$ cat config.mk
export PLATFORM = sky130hd
export DESIGN_NAME = sdhc_cmd_path
export DESIGN_NICKNAME = d
export VERILOG_FILES = /design/src/sdhc_cmd_pkg.sv /design/src/sd_clk_divider.sv /design/src/cmd_frame_builder.sv /design/src/frame_fifo.sv /design/src/cmd_line_engine.sv /design/src/sdhc_cmd_path.sv
export SDC_FILE = /design/constraint.sdc
export NUM_CORES = 1
export LEC_CHECK = 0
export BUFFER_PORTS_ARGS = -buffer_cell sky130_fd_sc_hd__buf_4
export CAP_MARGIN = 25
export CORE_UTILIZATION = 39
export CTS_CLUSTER_DIAMETER = 120
export DETAILED_ROUTE_END_ITERATION = 8
export PLACE_DENSITY_LB_ADDON = 0.1
export SKIP_LAST_GASP = 1
export SYNTH_ARGS = -nofsm -noshare
export SYNTH_HDL_FRONTEND = slang
export SYNTH_SLANG_ARGS = --single-unit
$ cat constraint.sdc
create_clock -name clk_i -period 5.1 [get_ports clk_i]
set_input_delay 1.02 -clock clk_i [delete_from_list [all_inputs] [get_ports clk_i]]
set_output_delay 1.02 -clock clk_i [all_outputs]
set_load 0.02 [all_outputs]
$ cat src/sdhc_cmd_pkg.sv
// ==================================================
// SD host command path package
// Frame sizes, queue and timeout constants, CRC7
// ==================================================
package sdhc_cmd_pkg;

  localparam int unsigned CMD_FRAME_W = 48;
  localparam int unsigned CMD_INDEX_W = 6;
  localparam int unsigned CMD_ARG_W   = 32;
  localparam int unsigned CLK_DIV_W   = 8;
  localparam int unsigned FIFO_DEPTH  = 4;
  localparam int unsigned FIFO_PTR_W  = $clog2(FIFO_DEPTH);
  localparam int unsigned FIFO_CNT_W  = $clog2(FIFO_DEPTH + 1);
  localparam int unsigned RSP_TIMEOUT = 64;  // SD clock periods
  localparam int unsigned NCR_MIN     = 2;

  typedef logic [CMD_FRAME_W-1:0] cmd_frame_t;

  typedef struct packed {
    logic [CMD_INDEX_W-1:0] index;
    logic [CMD_ARG_W-1:0]   arg;
    logic                   crc_error;
    logic                   end_bit_error;
    logic                   index_error;
    logic                   timeout;
    logic                   no_response;
  } sd_rsp_t;

  // One serial step of x^7 + x^3 + 1
  function automatic logic [6:0] crc7_next(input logic [6:0] crc, input logic data);
    logic fb;
    fb = crc[6] ^ data;
    return {crc[5:3], crc[2] ^ fb, crc[1:0], fb};
  endfunction

endpackage

$ cat src/sd_clk_divider.sv
// ==================================================
// SD clock divider
// SD clock and its edge enable pulses
// ==================================================
module sd_clk_divider (
  input  logic                                clk_i,
  input  logic                                software_reset_cmd_q,
  input  logic [sdhc_cmd_pkg::CLK_DIV_W-1:0]  clk_div_i,
  output logic                                sd_clk_o,
  output logic                                clk_en_p_o,
  output logic                                clk_en_n_o
);
  import sdhc_cmd_pkg::*;

  logic [CLK_DIV_W-1:0] div_cnt_q;
  logic                 sd_clk_q;
  logic                 toggle;

  // Half period is clk_div_i + 1 system cycles
  assign toggle = (div_cnt_q >= clk_div_i);

  always_ff @(posedge clk_i) begin
    if (software_reset_cmd_q) begin
      div_cnt_q <= '0;
      sd_clk_q  <= 1'b0;
    end else if (toggle) begin
      div_cnt_q <= '0;
      sd_clk_q  <= ~sd_clk_q;
    end else begin
      div_cnt_q <= div_cnt_q + 1'b1;
    end
  end

  // Pulses flag the edge on which sd_clk_o changes,
  // so registers enabled by them move with the SD clock
  assign clk_en_p_o = toggle & ~sd_clk_q;
  assign clk_en_n_o = toggle & sd_clk_q;
  assign sd_clk_o   = sd_clk_q;

endmodule

$ cat src/cmd_frame_builder.sv
// ==================================================
// Command frame builder
// Host command into a 48-bit frame with CRC7
// ==================================================
module cmd_frame_builder (
  input  logic                                  clk_i,
  input  logic                                  software_reset_cmd_q,
  input  logic                                  cmd_valid_i,
  input  logic [sdhc_cmd_pkg::CMD_INDEX_W-1:0]  cmd_index_i,
  input  logic [sdhc_cmd_pkg::CMD_ARG_W-1:0]    cmd_arg_i,
  output logic                                  frame_push_o,
  output sdhc_cmd_pkg::cmd_frame_t              frame_o
);
  import sdhc_cmd_pkg::*;

  logic [CMD_FRAME_W-9:0] head;  // start, transmission, index, argument
  logic [6:0]             crc;

  always_comb begin
    head = {1'b0, 1'b1, cmd_index_i, cmd_arg_i};
    crc  = '0;
    for (int i = CMD_FRAME_W - 9; i >= 0; i--) begin
      crc = crc7_next(crc, head[i]);
    end
  end

  always_ff @(posedge clk_i) begin
    if (software_reset_cmd_q) begin
      frame_push_o <= 1'b0;
    end else begin
      frame_push_o <= cmd_valid_i;
    end
  end

  // Frame data only matters with the push strobe
  always_ff @(posedge clk_i) begin
    if (cmd_valid_i) begin
      frame_o <= {head, crc, 1'b1};
    end
  end

endmodule

$ cat src/frame_fifo.sv
// ==================================================
// Frame FIFO
// Circular buffer, payload type set per instance
// ==================================================
module frame_fifo #(
  parameter type payload_t = sdhc_cmd_pkg::cmd_frame_t
) (
  input  logic     clk_i,
  input  logic     software_reset_cmd_q,
  input  logic     push_i,
  input  payload_t data_i,
  input  logic     pop_i,
  output payload_t data_o,
  output logic     empty_o,
  output logic     full_o
);
  import sdhc_cmd_pkg::*;

  payload_t              mem_q [FIFO_DEPTH];
  logic [FIFO_PTR_W-1:0] wr_ptr_q;
  logic [FIFO_PTR_W-1:0] rd_ptr_q;
  logic [FIFO_CNT_W-1:0] count_q;
  logic                  do_push;
  logic                  do_pop;

  assign do_push = push_i & ~full_o;  // Dropped when full
  assign do_pop  = pop_i & ~empty_o;

  always_ff @(posedge clk_i) begin
    if (software_reset_cmd_q) begin
      wr_ptr_q <= '0;
      rd_ptr_q <= '0;
      count_q  <= '0;
    end else begin
      if (do_push) begin
        wr_ptr_q <= (wr_ptr_q == FIFO_PTR_W'(FIFO_DEPTH - 1)) ? '0 : wr_ptr_q + 1'b1;
      end
      if (do_pop) begin
        rd_ptr_q <= (rd_ptr_q == FIFO_PTR_W'(FIFO_DEPTH - 1)) ? '0 : rd_ptr_q + 1'b1;
      end
      if (do_push && !do_pop) count_q <= count_q + 1'b1;
      else if (do_pop && !do_push) count_q <= count_q - 1'b1;
    end
  end

  always_ff @(posedge clk_i) begin
    if (do_push) begin
      mem_q[wr_ptr_q] <= data_i;
    end
  end

  assign data_o  = mem_q[rd_ptr_q];
  assign empty_o = (count_q == '0);
  assign full_o  = (count_q == FIFO_CNT_W'(FIFO_DEPTH));

endmodule

$ cat src/cmd_line_engine.sv
// ==================================================
// CMD line engine
// Sends frames on CMD, receives and checks responses
// ==================================================
module cmd_line_engine (
  input  logic                      clk_i,
  input  logic                      software_reset_cmd_q,
  input  logic                      clk_en_p_i,
  input  logic                      clk_en_n_i,
  input  sdhc_cmd_pkg::cmd_frame_t  frame_i,
  input  logic                      frame_empty_i,
  input  logic                      rsp_full_i,
  input  logic                      sd_cmd_i,
  output logic                      frame_pop_o,
  output logic                      sd_cmd_o,
  output logic                      sd_cmd_oe_o,
  output logic                      rsp_push_o,
  output sdhc_cmd_pkg::sd_rsp_t     rsp_o,
  output logic                      busy_o
);
  import sdhc_cmd_pkg::*;

  typedef enum logic [2:0] {
    st_idle,
    st_send,
    st_wait_rsp,
    st_recv,
    st_report
  } state_e;

  state_e                                   state_q;
  cmd_frame_t                               shift_q;
  logic [$clog2(CMD_FRAME_W+1)-1:0]         bit_cnt_q;
  logic [$clog2(NCR_MIN+RSP_TIMEOUT+1)-1:0] wait_cnt_q;
  logic [CMD_INDEX_W-1:0]                   cmd_index_q;
  logic [6:0]                               crc_q;
  logic                                     timeout_q;
  logic                                     no_rsp_q;
  logic                                     start;
  logic                                     got_rsp;

  // Full response queue holds off the next command
  assign start       = (state_q == st_idle) && !frame_empty_i && !rsp_full_i;
  assign frame_pop_o = start;
  assign rsp_push_o  = (state_q == st_report);
  assign busy_o      = (state_q != st_idle);

  always_ff @(posedge clk_i) begin
    if (software_reset_cmd_q) begin
      state_q     <= st_idle;
      bit_cnt_q   <= '0;
      wait_cnt_q  <= '0;
      sd_cmd_o    <= 1'b1;
      sd_cmd_oe_o <= 1'b0;
      timeout_q   <= 1'b0;
      no_rsp_q    <= 1'b0;
    end else begin
      case (state_q)
        st_idle: begin
          if (start) begin
            shift_q     <= frame_i;
            cmd_index_q <= frame_i[45:40];
            bit_cnt_q   <= '0;
            timeout_q   <= 1'b0;
            no_rsp_q    <= 1'b0;
            state_q     <= st_send;
          end
        end
        st_send: begin
          if (clk_en_n_i) begin
            if (bit_cnt_q == CMD_FRAME_W) begin  // End bit done, release CMD
              sd_cmd_oe_o <= 1'b0;
              sd_cmd_o    <= 1'b1;
              wait_cnt_q  <= '0;
              if (cmd_index_q == '0) begin
                no_rsp_q <= 1'b1;
                state_q  <= st_report;
              end else begin
                state_q <= st_wait_rsp;
              end
            end else begin
              sd_cmd_oe_o <= 1'b1;
              sd_cmd_o    <= shift_q[CMD_FRAME_W-1];
              shift_q     <= {shift_q[CMD_FRAME_W-2:0], 1'b1};
              bit_cnt_q   <= bit_cnt_q + 1'b1;
            end
          end
        end
        st_wait_rsp: begin
          if (clk_en_p_i) begin
            if (wait_cnt_q >= NCR_MIN && !sd_cmd_i) begin  // Start bit
              shift_q   <= {shift_q[CMD_FRAME_W-2:0], 1'b0};
              crc_q     <= '0;
              bit_cnt_q <= 1;
              state_q   <= st_recv;
            end else if (wait_cnt_q == NCR_MIN + RSP_TIMEOUT - 1) begin
              timeout_q <= 1'b1;
              state_q   <= st_report;
            end else begin
              wait_cnt_q <= wait_cnt_q + 1'b1;
            end
          end
        end
        st_recv: begin
          if (clk_en_p_i) begin
            shift_q   <= {shift_q[CMD_FRAME_W-2:0], sd_cmd_i};
            bit_cnt_q <= bit_cnt_q + 1'b1;
            if (bit_cnt_q < CMD_FRAME_W - 8) crc_q <= crc7_next(crc_q, sd_cmd_i);
            if (bit_cnt_q == CMD_FRAME_W - 1) state_q <= st_report;
          end
        end
        st_report: state_q <= st_idle;  // One push cycle
        default:   state_q <= st_idle;
      endcase
    end
  end

  assign got_rsp = !timeout_q && !no_rsp_q;

  always_comb begin
    rsp_o               = '0;
    rsp_o.index         = shift_q[45:40];
    rsp_o.arg           = shift_q[39:8];
    rsp_o.crc_error     = got_rsp && (shift_q[7:1] != crc_q);
    rsp_o.end_bit_error = got_rsp && !shift_q[0];
    rsp_o.index_error   = got_rsp && (shift_q[45:40] != cmd_index_q);
    rsp_o.timeout       = timeout_q;
    rsp_o.no_response   = no_rsp_q;
  end

endmodule

$ cat src/sdhc_cmd_path.sv
// ==================================================
// SD host command path top level
// Divider, frame builder, two queues, CMD engine
// ==================================================
module sdhc_cmd_path (
  input  logic                                  clk_i,
  input  logic                                  software_reset_cmd_q,
  input  logic                                  cmd_valid_i,
  input  logic [sdhc_cmd_pkg::CMD_INDEX_W-1:0]  cmd_index_i,
  input  logic [sdhc_cmd_pkg::CMD_ARG_W-1:0]    cmd_arg_i,
  output logic                                  cmd_full_o,
  output logic                                  rsp_valid_o,
  output logic [sdhc_cmd_pkg::CMD_INDEX_W-1:0]  rsp_index_o,
  output logic [sdhc_cmd_pkg::CMD_ARG_W-1:0]    rsp_arg_o,
  output logic                                  rsp_crc_error_o,
  output logic                                  rsp_end_bit_error_o,
  output logic                                  rsp_index_error_o,
  output logic                                  rsp_timeout_o,
  output logic                                  rsp_no_response_o,
  input  logic                                  rsp_pop_i,
  input  logic [sdhc_cmd_pkg::CLK_DIV_W-1:0]    clk_div_i,
  output logic                                  sd_clk_o,
  output logic                                  sd_cmd_o,
  output logic                                  sd_cmd_oe_o,
  input  logic                                  sd_cmd_i,
  output logic                                  cmd_inhibit_o
);
  import sdhc_cmd_pkg::*;

  logic       clk_en_p, clk_en_n;
  logic       frame_push, frame_pop, frame_empty;
  cmd_frame_t frame_in, frame_out;
  logic       rsp_push, rsp_full, rsp_empty;
  sd_rsp_t    rsp_in, rsp_out;

  sd_clk_divider clk_divider (
    .clk_i,
    .software_reset_cmd_q,
    .clk_div_i,
    .sd_clk_o,
    .clk_en_p_o (clk_en_p),
    .clk_en_n_o (clk_en_n)
  );

  cmd_frame_builder frame_builder (
    .clk_i,
    .software_reset_cmd_q,
    .cmd_valid_i,
    .cmd_index_i,
    .cmd_arg_i,
    .frame_push_o (frame_push),
    .frame_o      (frame_in)
  );

  frame_fifo #(.payload_t(cmd_frame_t)) cmd_queue (
    .clk_i,
    .software_reset_cmd_q,
    .push_i  (frame_push),
    .data_i  (frame_in),
    .pop_i   (frame_pop),
    .data_o  (frame_out),
    .empty_o (frame_empty),
    .full_o  (cmd_full_o)
  );

  cmd_line_engine line_engine (
    .clk_i,
    .software_reset_cmd_q,
    .clk_en_p_i    (clk_en_p),
    .clk_en_n_i    (clk_en_n),
    .frame_i       (frame_out),
    .frame_empty_i (frame_empty),
    .rsp_full_i    (rsp_full),
    .sd_cmd_i,
    .frame_pop_o   (frame_pop),
    .sd_cmd_o,
    .sd_cmd_oe_o,
    .rsp_push_o    (rsp_push),
    .rsp_o         (rsp_in),
    .busy_o        (cmd_inhibit_o)
  );

  frame_fifo #(.payload_t(sd_rsp_t)) rsp_queue (
    .clk_i,
    .software_reset_cmd_q,
    .push_i  (rsp_push),
    .data_i  (rsp_in),
    .pop_i   (rsp_pop_i),
    .data_o  (rsp_out),
    .empty_o (rsp_empty),
    .full_o  (rsp_full)
  );

  assign rsp_valid_o         = ~rsp_empty;
  assign rsp_index_o         = rsp_out.index;
  assign rsp_arg_o           = rsp_out.arg;
  assign rsp_crc_error_o     = rsp_out.crc_error;
  assign rsp_end_bit_error_o = rsp_out.end_bit_error;
  assign rsp_index_error_o   = rsp_out.index_error;
  assign rsp_timeout_o       = rsp_out.timeout;
  assign rsp_no_response_o   = rsp_out.no_response;

endmodule

==> results.txt, run 1 <==
Internal power comes to 8700 uW. The total count of hold-check failures in the final report came out at 0. In this run the deepest clock path goes through 3 buffers. The met2 track utilization from global routing came out at 23.4%.

The flow ran to the end, and the final reports show no timing, DRC or antenna violations. The number of different library cells in the post-synthesis netlist came out at 47. The endpoint required time on the critical path is 5380 ps. After clock tree synthesis, the clock-pin slew on the worst setup and hold paths is 60 ps. The final layout net count came out at 1249. The sequential fraction of design power came out at 48.1%.

The most frequently used flop master after synthesis is sky130_fd_sc_hd__edfxtp_1. The initial cell density of the core came out at 39.7%. The via count of the first global-routing pass is 9814. The path class of the tightest hold or removal check is reg2reg. The deepest level of the CTS H-tree is 2. The number of instances resized during post-cts repair is 0. STA classifies the critical path endpoint as a flop. Measured along the y axis, the die boundary spans 228 um. In the final timing run, aggregate negative setup slack is 0 ps. The post-synth net total came out at 1120. The maximum clock frequency is 296 MHz. The post-route total power came out at 12000 uW.

The core area came out at 50300 um^2. The worst setup slack after placement came out at 1120 ps. In this run switching power makes up 27.5% of total power. The average via count per standard cell came out at 4.99. At the pin with the least slew margin, the transition time is 931 ps. Buffers inserted during clock tree synthesis total 53. After global routing, the most crowded layer is met2.

Counting flops with an async set or reset pin after synthesis yields a share of 0%. The remaining antenna violation count is 0. The first-pass GRT wire length came out at 60.4 mm. After floorplanning, the core was divided into 82 placement rows.

The number of slew-limit violations in the final report is 0. Summing all placed instances gives a cell area of 21600 um^2. For this block, the initial DRC count from the detailed router was 552. The number of port buffers is 99. The post-detailed-placement half-perimeter wirelength is 25.4 mm. Summed over all layers, the routed wires come to 39.2 mm. The total number of yosys warnings came out at 0.

For this design the total switching power over the nets is 3300 uW. 100 I/O pins were placed. Final hold analysis gives a worst-case slack of 466 ps. The number of flip-flops and latches in the synthesized netlist came out at 506. The count of clock tree sinks is 506.

The routed length per instance came out at 20.8 um. The die width came out at 228 um. The static leakage is 0.00772 uW. The global-route met1 utilization came out at 22.7%. The setup fix buffers added after clock tree synthesis came out at 0. The fraction of final layout cells sized beyond drive strength 1 is 28.6%. Routability-driven placement finished with a final weighted congestion of 0.760. The share of the Yosys chip area taken by registers is 73.7%.

The finished cells cover 23300 um^2. The arrival time of the worst setup path is 3650 ps. Yosys mapped a number of flops with a built-in enable equal to 458.

Setup repair after global routing left no endpoint under its margin. In this run the power density over the cells is 516 nW/um^2. STA classifies the critical path startpoint as an input port.

The count of hold buffers inserted by post-cts repair came out at 0. The worst relative slew slack is 37.5%. The first-pass iteration count of the detailed router came out at 4.

Setup violations remaining at the end of the flow were counted as 0. The part of the power in combinational logic came out at 20.5%. The number of antenna violations at the first check in global routing is 0. The number of antenna diodes in the final layout is 0. Along the worst path, the maximum fanout reaches 48. The total of max-cap violations came out at 0. The met3 track demand over resource came out at 2.43%. The worst setup path is of the in2reg kind. The count of vias placed by the detailed router came out at 9414.

The global-route usage over all layers came out at 15.4%. The post-route minimum period is 3370 ps. The area growth from synthesis to layout is 16.5%. The worst clock skew on the final layout is 19.9 ps. The worst vdd rail ir drop is 0.251 mV.

The root buffer cell is sky130_fd_sc_hd__clkbuf_16. The global route total overflow came out at 0. Entering global routing, the biggest net connects 49 pins. The final worst-path cycle share came out at 66.1%. The setup slack after layout is 1730 ps. The source-to-sink clock delay at the later pin of the worst-skew pair is 600 ps.

Synthesis produced 1041 cells. In the routed design, unresolved DRC markers number 0. Averaged over all synthesized cells, the footprint is 19.2 um^2. TritonCTS built the clock tree. The clock network accounts for 31.5% of the total power. The area of the mapped netlist came out at 20000 um^2. The full die area came out at 52100 um^2.
## power by group through the flow
stage	sequential [uW]	combinational (uW)	clock, uW
after floorplan	5600	1860	0
after global routing	5850	2680	4040
after global placement	5840	2490	0
after detailed placement	5870	2510	0
after CTS	5780	2520	3890
final	5770	2450	3780
## area by class of cell
cell class / instances / area, um^2
clock buffer: 64 / 1390
multi-input combinational: 470 / 5010
timing repair buffer: 115 / 888
inverter: 24 / 90.1
fill: 4367 / 27000
clock inverter: 35 / 317
sequential: 506 / 14700
tap: 672 / 841
## state kept, by name, indices dropped and copies added (netlist names), named ones only
signal                      cells
clk_divider.div_cnt_q           8
clk_divider.sd_clk_o            1
cmd_queue.count_q               3
cmd_queue.mem_q               180
cmd_queue.rd_ptr_q              2
cmd_queue.wr_ptr_q              2
frame_builder.frame_o          45
frame_builder.frame_push_o      1
line_engine.bit_cnt_q           6
line_engine.cmd_index_q         6
line_engine.crc_q               7
line_engine.no_rsp_q            1
line_engine.sd_cmd_o            1
line_engine.sd_cmd_oe_o         1
line_engine.shift_q            48
line_engine.state_q             3
line_engine.timeout_q           1
line_engine.wait_cnt_q          7
rsp_queue.count_q               3
rsp_queue.mem_q               172
rsp_queue.rd_ptr_q              2
rsp_queue.wr_ptr_q              2
## cells by family after synthesis
| family | Yosys count | synth area share [%] |
|---|---|---|
| compound gates | 50 | 1.61 |
| xor+xnor | 103 | 4.90 |
| fa+ha+maj | 28 | 1.83 |
| buf+inv | 65 | 1.24 |
| flops | 506 | 73.7 |
| mux | 142 | 12.9 |
| simple gates | 147 | 3.77 |
## worst max-delay path, cell delays in order
cell and delay [ps]:
sky130_fd_sc_hd__buf_4 110, sky130_fd_sc_hd__ha_1 260, sky130_fd_sc_hd__nand2b_1 90, sky130_fd_sc_hd__a21o_1 110, sky130_fd_sc_hd__a21oi_1 60, sky130_fd_sc_hd__o21ai_0 250
sky130_fd_sc_hd__a31o_2 360, sky130_fd_sc_hd__a21oi_1 240, sky130_fd_sc_hd__or4_1 690, sky130_fd_sc_hd__nor2_4 150, sky130_fd_sc_hd__buf_12 250
## placed cells by master, fill, tap and decap left out, drive strengths merged, types with 26 or more instances in the layout
master / count
buf: 115
inv: 26
edfxtp: 458
clkinv: 26
mux2: 45
clkbuf: 64
xnor2: 63
mux4: 88
ha: 26
nor2: 43
xor2: 40
dfxtp: 48
## worst paths after layout
| kind | from | to | slack [ps] | cells after the start |
|---|---|---|---|---|
| max | clk_div_i[0] | line_engine.shift_q[19] | 1730 | 11 |
| min | line_engine.sd_cmd_oe_o | line_engine.sd_cmd_oe_o | 470 | 2 |
| max reg2reg | clk_divider.div_cnt_q[0] | line_engine.shift_q[19] | 1780 | 11 |
| min reg2reg | line_engine.sd_cmd_oe_o | line_engine.sd_cmd_oe_o | 470 | 2 |
## metal layers
layer	vias up	wire, um
met2	172	17800
met5	-	0
met1	4833	19200
met3	52	1520
li1	4357	-
met4	0	765
## stage by stage
stage,util (%),std cells
6_report,46.3,1886
5_1_grt,46.3,1886
4_1_cts,46.3,1886
3_5_place_dp,42.9,1787
3_3_place_gp,42.9,1787
2_1_floorplan,-,1041
## cell usage after synthesis (11+ instances only)
library cell               instances  area share (%)
sky130_fd_sc_hd__nand2_1          18            0.34
sky130_fd_sc_hd__and2_1           11            0.34
sky130_fd_sc_hd__mux4_2           88             9.9
sky130_fd_sc_hd__mux2_2           45             2.5
sky130_fd_sc_hd__edfxtp_1        458              69
sky130_fd_sc_hd__xnor2_1          54             2.4
sky130_fd_sc_hd__nor2_1           43            0.81
sky130_fd_sc_hd__a21oi_1          13            0.33
sky130_fd_sc_hd__nand3_1          14            0.35
sky130_fd_sc_hd__dfxtp_1          48             4.8
sky130_fd_sc_hd__xor2_1           39             1.7
sky130_fd_sc_hd__clkbuf_1         32            0.60
sky130_fd_sc_hd__inv_1            24            0.45
sky130_fd_sc_hd__ha_1             26             1.6
sky130_fd_sc_hd__and3_1           13            0.41
sky130_fd_sc_hd__o21ai_0          12            0.30
(Power assumes the default switching activity.)
==> inputs of run 2 (changes only) <==
Clock period 5.1 ns to 3.22 ns, I/O delays scaled along.
==> results.txt, run 2 (synthesis gave the netlist of run 1 again) <==
The flow ran to the end, and the final reports show no timing, DRC or antenna violations. The CTS buffer count is 54. The startpoint of the worst register-to-register path is clk_divider.div_cnt_q[0]. The via count of the first global-routing pass is 9669.

The setup slack after layout came out at 345 ps. The total length of routed wires is 38.9 mm. Hold repair after CTS inserted 0 buffers. The most common library cell in the layout ignoring fill and taps is sky130_fd_sc_hd__edfxtp_1. Dividing total power by cell area gives a power density of 809 nW/um^2.

The sequential standard cell area is 14700 um^2. Routability-driven placement finished with a final weighted congestion of 0.752. Setup violations remaining at the end of the flow were counted as 0. The first-pass iteration count of the detailed router is 5.

The number of cells in the finished layout apart from fillers is 1893. The routed length per instance is 20.5 um. Leaving out fill and tap cells, the most frequent cells in the layout are 458 x sky130_fd_sc_hd__edfxtp_1, 113 x sky130_fd_sc_hd__buf_4, 88 x sky130_fd_sc_hd__mux4_2, 55 x sky130_fd_sc_hd__clkbuf_16, 54 x sky130_fd_sc_hd__xnor2_1. The multi-input combinational cell area is 5030 um^2. The depth of the worst register-to-register path came out at 11. The area overhead of the layout relative to synthesis is 17.4%. The clock-pin slew of the registers on the worst-case setup and hold paths came out at 60 ps. The initial cell density of the core is 39.7%. Across the routed clock network, the largest skew measured is 21.1 ps. The tightest hold path in the finished design has a slack of 245 ps. The highest net fanout along the worst path came out at 35.

The total count of hold-check failures in the final report is 0. Static timing analysis puts the maximum clock frequency at 348 MHz. The core area came out at 50300 um^2.

The final layout net count came out at 1261. The global-route met1 utilization came out at 23.0%. TritonCTS built the clock tree.

The number of slew-limit violations in the final report came out at 0. In the finished design, the share of the clock period the worst path needs comes to 89.3%. The post-route total power came out at 19000 uW. The family with the most delay on the worst path is compound AO/OA/AOI/OAI gates. The static leakage is 0.00777 uW. Across the VDD grid, the largest voltage drop is 0.450 mV. The number of buffers and inverters on the critical path is 2. The number of fillers in the final layout is 4345. The library cell contributing the largest single delay on the critical path is sky130_fd_sc_hd__or4_1. Across the run, the number of max-cap violations was 0. The met3 track demand over resource is 3.15%. 0 antenna diodes ended up in the layout. The longest clock path from root to sink contains 3 buffers. The number of standard-cell rows in the floorplan is 82.

The first-pass GRT wire length is 59.8 mm. The post-route minimum period came out at 2870 ps. Headroom to the max-slew limit came out at 54.5%. Along the worst hold path, the cell count comes to 1.

The hold path startpoint is cmd_arg_i[12]. The register with the most flip-flops in the layout has 180 of them. The number of instances resized during post-cts repair is 0. In the final layout, the registers with the most flip-flops are cmd_queue.mem_q (180), rsp_queue.mem_q (172), line_engine.shift_q (48). The die boundary height came out at 228 um. In this run the number of H-tree levels came out at 2. For this design the top-level I/O count stands at 100.

The fraction of final layout cells sized beyond drive strength 1 came out at 29.1%. Once placement finished, the instance area stood at 21800 um^2. After the first detailed-routing iteration, the DRC count stood at 637.

The kind of end point of the critical path is a flop. The setup fix buffers added after clock tree synthesis is 0. The source-to-sink clock delay at the later pin of the worst-skew pair is 600 ps. For flop-to-flop paths, the worst setup slack is 350 ps. The met2 track utilization from global routing came out at 22.3%. The biggest cell delay along the critical path is 500 ps. The die is 228 um wide.

The root buffer cell is sky130_fd_sc_hd__clkbuf_16. The post-detailed-route DRC marker count is 0. The worst setup slack after placement is -39.2 ps.

In this run the critical register-to-register path is captured at line_engine.shift_q[22]. The count of clock tree sinks came out at 506. The global-route usage over all layers is 15.2%. With fillers left out, the area of the finished cells amounts to 23400 um^2. The path with the worst hold slack has its endpoint at frame_builder.frame_o[20]. The post-detailed-placement half-perimeter wirelength came out at 24.4 mm.

The arrival time of the worst setup path is 3160 ps. The endpoint required time on the critical path is 3510 ps. The number of placed instances with taps included came out at 1798.

The number of port buffers came out at 99. The average via count per standard cell came out at 5.00. The count of vias placed by the detailed router is 9460. The global route total overflow is 0. The setup path with the least slack is of type reg2reg. The busiest layer in global routing is met1.

More flip-flops sit in one register than any other, and that register is cmd_queue.mem_q. Walking the worst path, the cells encountered are inv_1 -> ha_4 -> nand2b_1 -> a21o_1 -> a21oi_1 -> o21ai_1 -> a31oi_2 -> o31a_1 -> or4_1 -> nor2_4 -> buf_12. At the pin with the least slew margin, the transition time is 683 ps.

The full die area is 52100 um^2. The number of antenna violations at the first check in global routing is 1. The worst setup path is launched from a flop. The detail route stage leaves a number of antenna-violating nets equal to 0. Setup repair after global routing left no endpoint under its margin. Entering global routing, the biggest net connects 47 pins. The class of the tightest hold or removal check is in2reg.
run 2: area by class of cell:
type,count,area share [%]
Inverter,24,0.384
Multi-Input combinational cell,470,21.5
Clock inverter,27,0.950
Sequential cell,506,62.8
Timing Repair Buffer,126,4.73
Tap cell,672,3.59
Clock buffer,68,6.08
run 2: worst max-delay path by stage:
stage | from | endpoint | cells past startpoint
after floorplan | clk_div_i[0] | line_engine.shift_q[0] | 10
after global placement | clk_div_i[0] | line_engine.shift_q[21] | 11
after detailed placement | clk_div_i[0] | line_engine.shift_q[21] | 11
after CTS | clk_divider.div_cnt_q[0] | line_engine.shift_q[43] | 11
after global routing | clk_divider.div_cnt_q[0] | line_engine.shift_q[12] | 11
final | clk_divider.div_cnt_q[0] | line_engine.shift_q[22] | 11
run 2: power by group:
part,total (uW),switching (uW),internal (uW)
logic,4110,2130,1990
registers,9070,650,8420
clock network,5770,2420,3350
total,19000,5200,13800
run 2: routing by layer:
layer	part of all wire [%]	wire length, um
met4	1.6	605
met3	4.5	1750
met5	0	0
met2	44	17200
met1	50	19300
run 2: through the flow:
step / TNS, ps / util (%)
4_1_cts: 0 / 46.6
6_report: 0 / 46.6
3_3_place_gp: -1060 / 43.3
5_1_grt: 0 / 46.6
2_1_floorplan: -14340 / -
3_5_place_dp: -1260 / 43.3
